--- src/design/rvv_alu_config.svh ---
`ifndef RVV_ALU_CONFIG_SVH
`define RVV_ALU_CONFIG_SVH

// vector register length in bits
`define VLEN 128

// scalar register length
`define XLEN 32

// tag width of a ROB entry
`define ROB_DEPTH_WIDTH 3

// start element index, wide enough for VLEN mask bits
`define VSTART_WIDTH 7

// reservation queue entries
`define RS_DEPTH 4

`endif

--- src/design/rvv_alu_pkg.sv ---
`default_nettype none

`include "rvv_alu_config.svh"

package rvv_alu_pkg;

  typedef logic [`VLEN-1:0]            vreg_t;
  typedef logic [`XLEN-1:0]            xreg_t;
  typedef logic [`ROB_DEPTH_WIDTH-1:0] rob_tag_t;
  typedef logic [`VSTART_WIDTH-1:0]    vstart_t;

  typedef enum logic [2:0] {
    OPIVV = 3'b000,
    OPMVV = 3'b010,
    OPIVI = 3'b011,
    OPIVX = 3'b100
  } funct3_e;

  // integer space and mask space codes, funct3 picks the space
  typedef enum logic [5:0] {
    VAND   = 6'b001001,
    VOR    = 6'b001010,
    VXOR   = 6'b001011,
    VMANDN = 6'b011000,
    VMAND  = 6'b011001,
    VMOR   = 6'b011010,
    VMXOR  = 6'b011011,
    VMORN  = 6'b011100,
    VMNAND = 6'b011101,
    VMNOR  = 6'b011110,
    VMXNOR = 6'b011111
  } funct6_e;

  typedef enum logic [1:0] {
    EEW8  = 2'b00,
    EEW16 = 2'b01,
    EEW32 = 2'b10
  } eew_e;

  // bitwise function of vs2 and vs1 for one opcode
  function automatic vreg_t vlogic(funct6_e op, vreg_t vs2, vreg_t vs1);
    vreg_t res;
    case (op)
      VAND, VMAND: res = vs2 & vs1;
      VMANDN:      res = vs2 & ~vs1;
      VOR, VMOR:   res = vs2 | vs1;
      VXOR, VMXOR: res = vs2 ^ vs1;
      VMORN:       res = vs2 | ~vs1;
      VMNAND:      res = ~(vs2 & vs1);
      VMNOR:       res = ~(vs2 | vs1);
      VMXNOR:      res = ~(vs2 ^ vs1);
      default:     res = '0;
    endcase
    return res;
  endfunction

  // scalar repeated over every 32-bit word at the element width
  function automatic vreg_t splat(xreg_t rs1, eew_e eew);
    xreg_t word;
    case (eew)
      EEW8:    word = {4{rs1[7:0]}};
      EEW16:   word = {2{rs1[15:0]}};
      default: word = rs1;
    endcase
    return {(`VLEN/`XLEN){word}};
  endfunction

  // mask bits below vstart keep the old destination
  function automatic vreg_t keep_prestart(vreg_t vd, vreg_t res, vstart_t vstart);
    vreg_t out;
    int    i;
    out = res;
    for (i = 0; i < `VLEN; i++) begin
      if (i < int'(vstart)) out[i] = vd[i];
    end
    return out;
  endfunction

endpackage

`default_nettype wire

--- src/design/rvv_alu_if.sv ---
`default_nettype none

// head of the reservation queue and the decisions made on it
interface alu_uop_if;
  logic                  head_valid;
  rvv_alu_pkg::rob_tag_t rob_entry;
  rvv_alu_pkg::funct6_e  funct6;
  rvv_alu_pkg::funct3_e  funct3;
  rvv_alu_pkg::vstart_t  vstart;
  logic                  vm;
  rvv_alu_pkg::vreg_t    vd_data;
  logic                  vd_valid;
  rvv_alu_pkg::vreg_t    vs1_data;
  logic                  vs1_valid;
  rvv_alu_pkg::vreg_t    vs2_data;
  logic                  vs2_valid;
  rvv_alu_pkg::eew_e     vs2_eew;
  rvv_alu_pkg::xreg_t    rs1_data;
  logic                  rs1_valid;
  logic                  done;
  logic                  reject;
  logic                  take;

  modport rs (
    output head_valid, rob_entry, funct6, funct3, vstart, vm, vd_data, vd_valid,
           vs1_data, vs1_valid, vs2_data, vs2_valid, vs2_eew, rs1_data, rs1_valid,
    input  done, reject, take
  );

  modport unit (
    input  head_valid, rob_entry, funct6, funct3, vstart, vm, vd_data, vd_valid,
           vs1_data, vs1_valid, vs2_data, vs2_valid, vs2_eew, rs1_data, rs1_valid,
    output done, reject
  );

  modport res (
    input  done, reject, rob_entry,
    output take
  );
endinterface

// write-back toward the ROB
interface rob_result_if;
  logic                  w_valid;
  rvv_alu_pkg::rob_tag_t rob_entry;
  rvv_alu_pkg::vreg_t    w_data;
  logic                  vxsat;
  logic                  ignore_vta;
  logic                  ignore_vma;

  modport unit (output w_valid, rob_entry, w_data, vxsat, ignore_vta, ignore_vma);
  modport res  (input  w_valid, rob_entry, w_data, vxsat, ignore_vta, ignore_vma);
endinterface

`default_nettype wire

--- src/design/rvv_alu_rs.sv ---
`default_nettype none

`include "rvv_alu_config.svh"

module rvv_alu_rs (
  input  logic                  clk,
  input  logic                  arst_n,
  input  logic                  in_valid,
  input  rvv_alu_pkg::rob_tag_t in_rob_entry,
  input  rvv_alu_pkg::funct6_e  in_funct6,
  input  rvv_alu_pkg::funct3_e  in_funct3,
  input  rvv_alu_pkg::vstart_t  in_vstart,
  input  logic                  in_vm,
  input  rvv_alu_pkg::vreg_t    in_vd_data,
  input  logic                  in_vd_valid,
  input  rvv_alu_pkg::vreg_t    in_vs1_data,
  input  logic                  in_vs1_valid,
  input  rvv_alu_pkg::vreg_t    in_vs2_data,
  input  logic                  in_vs2_valid,
  input  rvv_alu_pkg::eew_e     in_vs2_eew,
  input  rvv_alu_pkg::xreg_t    in_rs1_data,
  input  logic                  in_rs1_valid,
  output logic                  in_ready,
  alu_uop_if.rs                 head
);

  localparam int PTR_W = $clog2(`RS_DEPTH);
  localparam int CNT_W = $clog2(`RS_DEPTH + 1);

  typedef struct packed {
    rvv_alu_pkg::rob_tag_t rob_entry;
    rvv_alu_pkg::funct6_e  funct6;
    rvv_alu_pkg::funct3_e  funct3;
    rvv_alu_pkg::vstart_t  vstart;
    logic                  vm;
    rvv_alu_pkg::vreg_t    vd_data;
    logic                  vd_valid;
    rvv_alu_pkg::vreg_t    vs1_data;
    logic                  vs1_valid;
    rvv_alu_pkg::vreg_t    vs2_data;
    logic                  vs2_valid;
    rvv_alu_pkg::eew_e     vs2_eew;
    rvv_alu_pkg::xreg_t    rs1_data;
    logic                  rs1_valid;
  } entry_t;

  entry_t           mem [`RS_DEPTH];
  entry_t           head_entry;
  logic [PTR_W-1:0] wr_ptr;
  logic [PTR_W-1:0] rd_ptr;
  logic [CNT_W-1:0] count;
  logic             push;
  logic             pop;

  function automatic logic [PTR_W-1:0] ptr_inc(logic [PTR_W-1:0] p);
    return (p == PTR_W'(`RS_DEPTH - 1)) ? '0 : p + 1'b1;
  endfunction

  assign in_ready = (count != CNT_W'(`RS_DEPTH));
  assign push     = in_valid & in_ready;
  // head leaves once the unit decided and the result side can take it
  assign pop      = head.head_valid & head.take & (head.done | head.reject);

  always_ff @(posedge clk or negedge arst_n) begin
    if (!arst_n) begin
      wr_ptr <= '0;
      rd_ptr <= '0;
      count  <= '0;
    end else begin
      if (push) wr_ptr <= ptr_inc(wr_ptr);
      if (pop) rd_ptr <= ptr_inc(rd_ptr);
      case ({push, pop})
        2'b10:   count <= count + 1'b1;
        2'b01:   count <= count - 1'b1;
        default: count <= count;
      endcase
    end
  end

  always_ff @(posedge clk) begin
    if (push) begin
      mem[wr_ptr] <= '{in_rob_entry, in_funct6, in_funct3, in_vstart, in_vm,
                       in_vd_data, in_vd_valid, in_vs1_data, in_vs1_valid,
                       in_vs2_data, in_vs2_valid, in_vs2_eew, in_rs1_data,
                       in_rs1_valid};
    end
  end

  assign head_entry      = mem[rd_ptr];
  assign head.head_valid = (count != '0);
  assign head.rob_entry  = head_entry.rob_entry;
  assign head.funct6     = head_entry.funct6;
  assign head.funct3     = head_entry.funct3;
  assign head.vstart     = head_entry.vstart;
  assign head.vm         = head_entry.vm;
  assign head.vd_data    = head_entry.vd_data;
  assign head.vd_valid   = head_entry.vd_valid;
  assign head.vs1_data   = head_entry.vs1_data;
  assign head.vs1_valid  = head_entry.vs1_valid;
  assign head.vs2_data   = head_entry.vs2_data;
  assign head.vs2_valid  = head_entry.vs2_valid;
  assign head.vs2_eew    = head_entry.vs2_eew;
  assign head.rs1_data   = head_entry.rs1_data;
  assign head.rs1_valid  = head_entry.rs1_valid;

endmodule

`default_nettype wire

--- src/design/rvv_alu_unit_mask.sv ---
`default_nettype none

module rvv_alu_unit_mask (
  alu_uop_if.unit    uop,
  rob_result_if.unit result
);

  logic               is_logic;
  logic               is_mask;
  logic               opnd_ok;
  logic               accept;
  rvv_alu_pkg::vreg_t src1;
  rvv_alu_pkg::vreg_t logic_res;

  // decode the funct3/funct6 pair
  always_comb begin
    is_logic = 1'b0;
    is_mask  = 1'b0;
    case (uop.funct3)
      rvv_alu_pkg::OPIVV,
      rvv_alu_pkg::OPIVX,
      rvv_alu_pkg::OPIVI: begin
        case (uop.funct6)
          rvv_alu_pkg::VAND,
          rvv_alu_pkg::VOR,
          rvv_alu_pkg::VXOR: begin
            is_logic = 1'b1;
          end
          default: begin
            is_logic = 1'b0;
          end
        endcase
      end
      rvv_alu_pkg::OPMVV: begin
        case (uop.funct6)
          rvv_alu_pkg::VMANDN,
          rvv_alu_pkg::VMAND,
          rvv_alu_pkg::VMOR,
          rvv_alu_pkg::VMXOR,
          rvv_alu_pkg::VMORN,
          rvv_alu_pkg::VMNAND,
          rvv_alu_pkg::VMNOR,
          rvv_alu_pkg::VMXNOR: begin
            is_mask = 1'b1;
          end
          default: begin
            is_mask = 1'b0;
          end
        endcase
      end
      default: begin
        is_logic = 1'b0;
        is_mask  = 1'b0;
      end
    endcase
  end

  // operand readiness per form, scalar forms use the splatted rs1
  always_comb begin
    opnd_ok = 1'b0;
    src1    = uop.vs1_data;
    case (uop.funct3)
      rvv_alu_pkg::OPIVV: begin
        opnd_ok = uop.vs1_valid & uop.vs2_valid;
      end
      rvv_alu_pkg::OPIVX,
      rvv_alu_pkg::OPIVI: begin
        opnd_ok = uop.rs1_valid & uop.vs2_valid;
        src1    = rvv_alu_pkg::splat(uop.rs1_data, uop.vs2_eew);
      end
      rvv_alu_pkg::OPMVV: begin
        // masked form of a mask op is not legal
        opnd_ok = uop.vs1_valid & uop.vs2_valid & uop.vd_valid & uop.vm;
      end
      default: begin
        opnd_ok = 1'b0;
      end
    endcase
  end

  assign logic_res = rvv_alu_pkg::vlogic(uop.funct6, uop.vs2_data, src1);

  assign accept     = uop.head_valid & (is_logic | is_mask) & opnd_ok;
  assign uop.done   = accept;
  assign uop.reject = uop.head_valid & ~accept;

  assign result.w_valid   = accept;
  assign result.rob_entry = uop.rob_entry;
  // prestart mask bits come from the old vd
  assign result.w_data    = is_mask ?
                            rvv_alu_pkg::keep_prestart(uop.vd_data, logic_res, uop.vstart) :
                            logic_res;
  assign result.vxsat      = 1'b0;
  assign result.ignore_vta = is_mask;
  assign result.ignore_vma = 1'b0;

endmodule

`default_nettype wire

--- src/design/rvv_alu_result_reg.sv ---
`default_nettype none

module rvv_alu_result_reg (
  input  logic                  clk,
  input  logic                  arst_n,
  input  logic                  rob_ready,
  rob_result_if.res             result,
  alu_uop_if.res                uop,
  output logic                  result_valid,
  output rvv_alu_pkg::rob_tag_t result_rob_entry,
  output rvv_alu_pkg::vreg_t    result_w_data,
  output logic                  result_vxsat,
  output logic                  result_ignore_vta,
  output logic                  result_ignore_vma,
  output logic                  uop_reject,
  output rvv_alu_pkg::rob_tag_t reject_rob_entry
);

  logic valid_q;
  logic reject_q;

  // free slot, or the held result leaves this cycle
  assign uop.take = ~valid_q | rob_ready;

  always_ff @(posedge clk or negedge arst_n) begin
    if (!arst_n) begin
      valid_q  <= 1'b0;
      reject_q <= 1'b0;
    end else begin
      if (uop.take) valid_q <= result.w_valid;
      reject_q <= uop.reject & uop.take;
    end
  end

  always_ff @(posedge clk) begin
    if (uop.take && uop.done) begin
      result_rob_entry  <= result.rob_entry;
      result_w_data     <= result.w_data;
      result_vxsat      <= result.vxsat;
      result_ignore_vta <= result.ignore_vta;
      result_ignore_vma <= result.ignore_vma;
    end
    if (uop.take && uop.reject) begin
      reject_rob_entry <= uop.rob_entry;
    end
  end

  assign result_valid = valid_q;
  assign uop_reject   = reject_q;

endmodule

`default_nettype wire

--- src/design/rvv_alu_top.sv ---
`default_nettype none

module rvv_alu_top (
  input  logic                  clk,
  input  logic                  arst_n,
  input  logic                  uop_valid,
  input  rvv_alu_pkg::rob_tag_t uop_rob_entry,
  input  rvv_alu_pkg::funct6_e  uop_funct6,
  input  rvv_alu_pkg::funct3_e  uop_funct3,
  input  rvv_alu_pkg::vstart_t  uop_vstart,
  input  logic                  uop_vm,
  input  rvv_alu_pkg::vreg_t    uop_vd_data,
  input  logic                  uop_vd_valid,
  input  rvv_alu_pkg::vreg_t    uop_vs1_data,
  input  logic                  uop_vs1_valid,
  input  rvv_alu_pkg::vreg_t    uop_vs2_data,
  input  logic                  uop_vs2_valid,
  input  rvv_alu_pkg::eew_e     uop_vs2_eew,
  input  rvv_alu_pkg::xreg_t    uop_rs1_data,
  input  logic                  uop_rs1_valid,
  output logic                  uop_ready,
  input  logic                  rob_ready,
  output logic                  result_valid,
  output rvv_alu_pkg::rob_tag_t result_rob_entry,
  output rvv_alu_pkg::vreg_t    result_w_data,
  output logic                  result_vxsat,
  output logic                  result_ignore_vta,
  output logic                  result_ignore_vma,
  output logic                  uop_reject,
  output rvv_alu_pkg::rob_tag_t reject_rob_entry
);

  alu_uop_if    uop_bus ();
  rob_result_if res_bus ();

  rvv_alu_rs u_rs (
    .clk          (clk),
    .arst_n       (arst_n),
    .in_valid     (uop_valid),
    .in_rob_entry (uop_rob_entry),
    .in_funct6    (uop_funct6),
    .in_funct3    (uop_funct3),
    .in_vstart    (uop_vstart),
    .in_vm        (uop_vm),
    .in_vd_data   (uop_vd_data),
    .in_vd_valid  (uop_vd_valid),
    .in_vs1_data  (uop_vs1_data),
    .in_vs1_valid (uop_vs1_valid),
    .in_vs2_data  (uop_vs2_data),
    .in_vs2_valid (uop_vs2_valid),
    .in_vs2_eew   (uop_vs2_eew),
    .in_rs1_data  (uop_rs1_data),
    .in_rs1_valid (uop_rs1_valid),
    .in_ready     (uop_ready),
    .head         (uop_bus.rs)
  );

  rvv_alu_unit_mask u_unit (
    .uop    (uop_bus.unit),
    .result (res_bus.unit)
  );

  rvv_alu_result_reg u_result (
    .clk               (clk),
    .arst_n            (arst_n),
    .rob_ready         (rob_ready),
    .result            (res_bus.res),
    .uop               (uop_bus.res),
    .result_valid      (result_valid),
    .result_rob_entry  (result_rob_entry),
    .result_w_data     (result_w_data),
    .result_vxsat      (result_vxsat),
    .result_ignore_vta (result_ignore_vta),
    .result_ignore_vma (result_ignore_vma),
    .uop_reject        (uop_reject),
    .reject_rob_entry  (reject_rob_entry)
  );

endmodule

`default_nettype wire

--- config.mk ---
export PLATFORM = sky130hd
export DESIGN_NAME = rvv_alu_top
export DESIGN_NICKNAME = d
export VERILOG_FILES = /design/src/design/rvv_alu_pkg.sv /design/src/design/rvv_alu_if.sv /design/src/design/rvv_alu_rs.sv /design/src/design/rvv_alu_unit_mask.sv /design/src/design/rvv_alu_result_reg.sv /design/src/design/rvv_alu_top.sv
export VERILOG_INCLUDE_DIRS = /design/src /design/src/design
export SDC_FILE = /design/constraint.sdc
export NUM_CORES = 2
export LEC_CHECK = 0
export BUFFER_PORTS_ARGS = -buffer_cell sky130_fd_sc_hd__buf_2
export CORE_MARGIN = 5
export CORE_UTILIZATION = 45
export DETAILED_ROUTE_END_ITERATION = 8
export SKIP_CTS_REPAIR_TIMING = 1
export SLEW_MARGIN = 5
export SYNTH_ARGS = -nofsm -noshare
export SYNTH_HDL_FRONTEND = slang
export SYNTH_SLANG_ARGS = --single-unit
export TNS_END_PERCENT = 10
--- constraint.sdc ---
create_clock -name clk -period 26.6 [get_ports clk]
set_input_delay 5.32 -clock clk [delete_from_list [all_inputs] [get_ports clk]]
set_output_delay 5.32 -clock clk [all_outputs]
set_load 0.02 [all_outputs]
==> impl_results.md <==
- Status: complete, no violations
- Sw Ratio: 0.410
- DRC viols: 0
- Main combinational cell family by area after synthesis: multiplexers
- Post-synth top area cell: edfxtp_1
- Final min period: 9.05 ns
- RSZ-0062 raised after global routing: no
- Final net count: 6784
- Leakage: between 0.03 and 0.04 uW
- Clk pwr share: 0.211
- CP arrival: 9.47 ns
- Max_slew headroom: 0.140
- CTS tree: yes
- Most used flip-flop cell after synthesis: edfxtp_1
- Initial Util: 0.454
- # rows: 160
- Unique masters post-synth: 85
- First-pass GRT wire length: 378 mm
- CP Max Fanout: between 60 and 70
- Fin Setup TNS: 0 ns
- Routability Congestion: 0.927
- Final Core Density: 0.516
- Fin. max-slew vios: 0
- Clock transition at path regs: 0.06 ns
- WP data required: 27.02 ns
- Final Cycle Share: 0.340
- Die area: between 200000 and 250000 um^2
- Element type at the critical path end: register
- Final wirelength: 274 mm
- Pin count of the biggest net entering global routing: 126
- Netlist Area Pre-Place: 86500 um^2
- Logic pwr share: 0.458
- Mapped Cells: 5221
- P per Cell Area: around 130 nW/um^2
- Max cap viols: 0
- FILL cells: 15600
- Vert. Die Dim: between 400 and 500 um
- VDD IR max: 0.0000917 V
- Width of the die: ~450 um
- # clock sinks: 1908
- Max Fclk: 110 MHz
- Antenna Violating Nets Remaining: 0
- Seq. cell area: 57300 um^2
- Multiplexer share of the synthesized area: 0.128
- Post-synthesis sequential element count: 1908
- Longest Clk Path Bufs: 3
- Share of the synthesized area in the top cell type: 0.660
- Clk_lat worst skew: 0.86 ns
- DR iter-0 viols: ~6500
- Pre-Repair DR Iteration Count: 6
- Synth Area in Simple Gates: 0.0365
- Final setup fails: 0
- XOR/XNOR Fraction of Synth Area: 0.000304
- Synth warn: 0
- Hold WC Path Type: reg -> reg
- Complex-gate fraction of the synthesized area: 0.0720
- Vias post-DR: just over 50000
- Area contributors post-synth: edfxtp_1, mux4_2, ha_1
- P_int: ~7300 uW
- WS Path Type: in -> reg
- Area growth syn-to-layout: 13.8%
- Vias in the first global route: 49100
- Wire per inst: 32.0 um
- Initial antenna violation count: 169
- Syn avg cell area: 16.6 um^2
- PortBufs: 582
- Register area share after synthesis: 0.662
- Gr usage total: 0.268
- Multi-input logic area: around 27000 um^2
- Post-synthesis adder-cell area fraction: 0.0752
- I/O pins: 586
- Worst-Margin Slew: 1.28 ns
- Hold Fails Final Rpt: 0
- Post-synth ARST share: 0.00472
- Reg power frac: 0.331
- CTS root buffer: clkbuf_16
- Share of layout cells above drive strength 1: 0.250
- Number of synthesized flops with an enable pin: ~1900
- Clock skew: 0.0602 ns
- CTS H-tree depth: 4
- Net Sw Power: 5080 uW
- Drt via density: 6.01
- Area of the core: 191000 um^2
- Post-DP HPWL: 193 mm
- GRT overflow: 0
- Num CTS Buffers: 191
- CP Launch Type: primary input
-- placed cells by master, fill, tap and decap left out, types with 8 or more instances in the layout --
cell type,netlist,layout
edfxtp_1,1899,1899
buf_2,98,582
ha_1,518,518
mux4_2,406,405
nand2_1,333,330
nor2_1,272,270
o21ai_0,236,236
a21oi_1,226,226
inv_1,207,207
clkbuf_16,0,194
o21a_1,100,100
buf_4,27,100
mux2i_1,97,97
mux2_2,86,86
diode_2,0,85
o211ai_1,63,63
clkinv_1,1,52
o22ai_1,41,41
a211oi_1,40,39
a22oi_1,38,38
o221ai_1,38,38
clkbuf_1,117,37
a221oi_1,33,33
nand3_1,31,31
clkinv_2,0,31
o21ai_1,28,27
nor3_1,22,22
a31oi_1,17,17
a22o_1,16,15
nand2b_1,14,14
o22a_1,12,12
bufinv_16,0,12
a2111oi_2,0,11
nor2b_1,11,10
a21o_1,10,10
o2bb2ai_1,8,8
o2111ai_1,8,8
-- power by group through the flow --
stage	clock network (uW)	logic, uW	registers, uW
floorplan	0	3550	4400
global placement	0	5490	4140
detailed placement	0	5580	4170
CTS	2670	5620	4110
global route	2790	6070	4150
finish	2620	5680	4110
-- sequential cells by signal (all words and copies together) (netlist names), 2 cells and up --
register,cells
u_rs.wr_ptr,2
u_result.reject_rob_entry,3
u_rs.mem,1764
u_rs.rd_ptr,2
u_rs.count,3
u_result.result_rob_entry,3
u_result.result_w_data,128
-- cell families (layout without fill, tap and decap cells) --
group                    count (synthesis)  count (layout)
AO/OA/AOI/OAI                          970             970
AND/OR/NAND/NOR                        740             740
adder cells (fa/ha/maj)                519             519
buffers and inverters                  491            1246
other                                    1              87
XOR/XNOR                                 3               3
flip-flops                            1908            1908
multiplexers                           589             589
-- cells in the mapped netlist, types with 23 or more instances --
| master | n |
|---|---|
| a211oi_1 | 40 |
| o211ai_1 | 63 |
| nand3_1 | 31 |
| mux2_2 | 86 |
| a221oi_1 | 33 |
| a21oi_1 | 226 |
| inv_1 | 207 |
| mux2i_1 | 97 |
| mux4_2 | 406 |
| o21ai_1 | 28 |
| buf_1 | 23 |
| o21a_1 | 100 |
| o22ai_1 | 41 |
| nand2_1 | 333 |
| a22oi_1 | 38 |
| o221ai_1 | 38 |
| ha_1 | 518 |
| buf_4 | 27 |
| clkbuf_1 | 117 |
| buf_2 | 98 |
| o21ai_0 | 236 |
| nor2_1 | 272 |
| edfxtp_1 | 1899 |
-- worst max-delay path, stage by stage --
cell	delay, ns
buf_2	0.13
and3_4	0.65
buf_4	0.79
buf_4	0.76
buf_4	0.72
buf_4	0.84
-- metal layers --
metal | share of wire | track usage | up-vias
li1 | - | - | 21800
met1 | 0.40 | 0.381 | 26300
met2 | 0.44 | 0.394 | 2758
met3 | 0.10 | 0.0657 | 593
met4 | 0.050 | 0.120 | 64
met5 | 0.0015 | 0 | -
-- per-stage QoR --
stage / hold slack, ns / std cells / setup WS [ns] / instance area, um^2 / total power [uW]
2_1_floorplan: 0.464 / 5222 / 10.41 / 86500 / 7950
5_1_grt: 0.532 / 8513 / 17.42 / 98200 / 13000
3_3_place_gp: 0.486 / 8137 / 16.63 / 92100 / 9630
4_1_cts: 0.502 / 8488 / 17.52 / 98200 / 12400
6_report: 0.504 / 8573 / 17.55 / 98400 / 12400
3_5_place_dp: 0.489 / 8137 / 16.65 / 92100 / 9760
-- area by class of cell --
cell class / instances / area share
Clock buffer: 231 / 0.0508
Antenna cell: 85 / 0.00216
Tap cell: 2511 / 0.0319
Multi-Input combinational cell: 2823 / 0.276
Inverter: 208 / 0.00793
Sequential cell: 1908 / 0.582
Clock inverter: 120 / 0.0110
Timing Repair Buffer: 687 / 0.0383
-- worst paths after layout --
check,startpoint,to,slack [ns],cells past startpoint
worst max-delay path,uop_valid,u_rs.mem[1][209],17.55,6
worst min-delay path,u_rs.count[0],u_rs.count[0],0.50,1
worst max register to register,u_rs.rd_ptr[1],u_result.result_w_data[10],19.36,11
worst min register to register,u_rs.count[0],u_rs.count[0],0.50,1
max in group asynchronous,arst_n,u_rs.rd_ptr[1],22.03,1
min in group asynchronous,arst_n,u_rs.rd_ptr[0],4.34,1
Note: power is estimated with default switching activity, not from simulation.
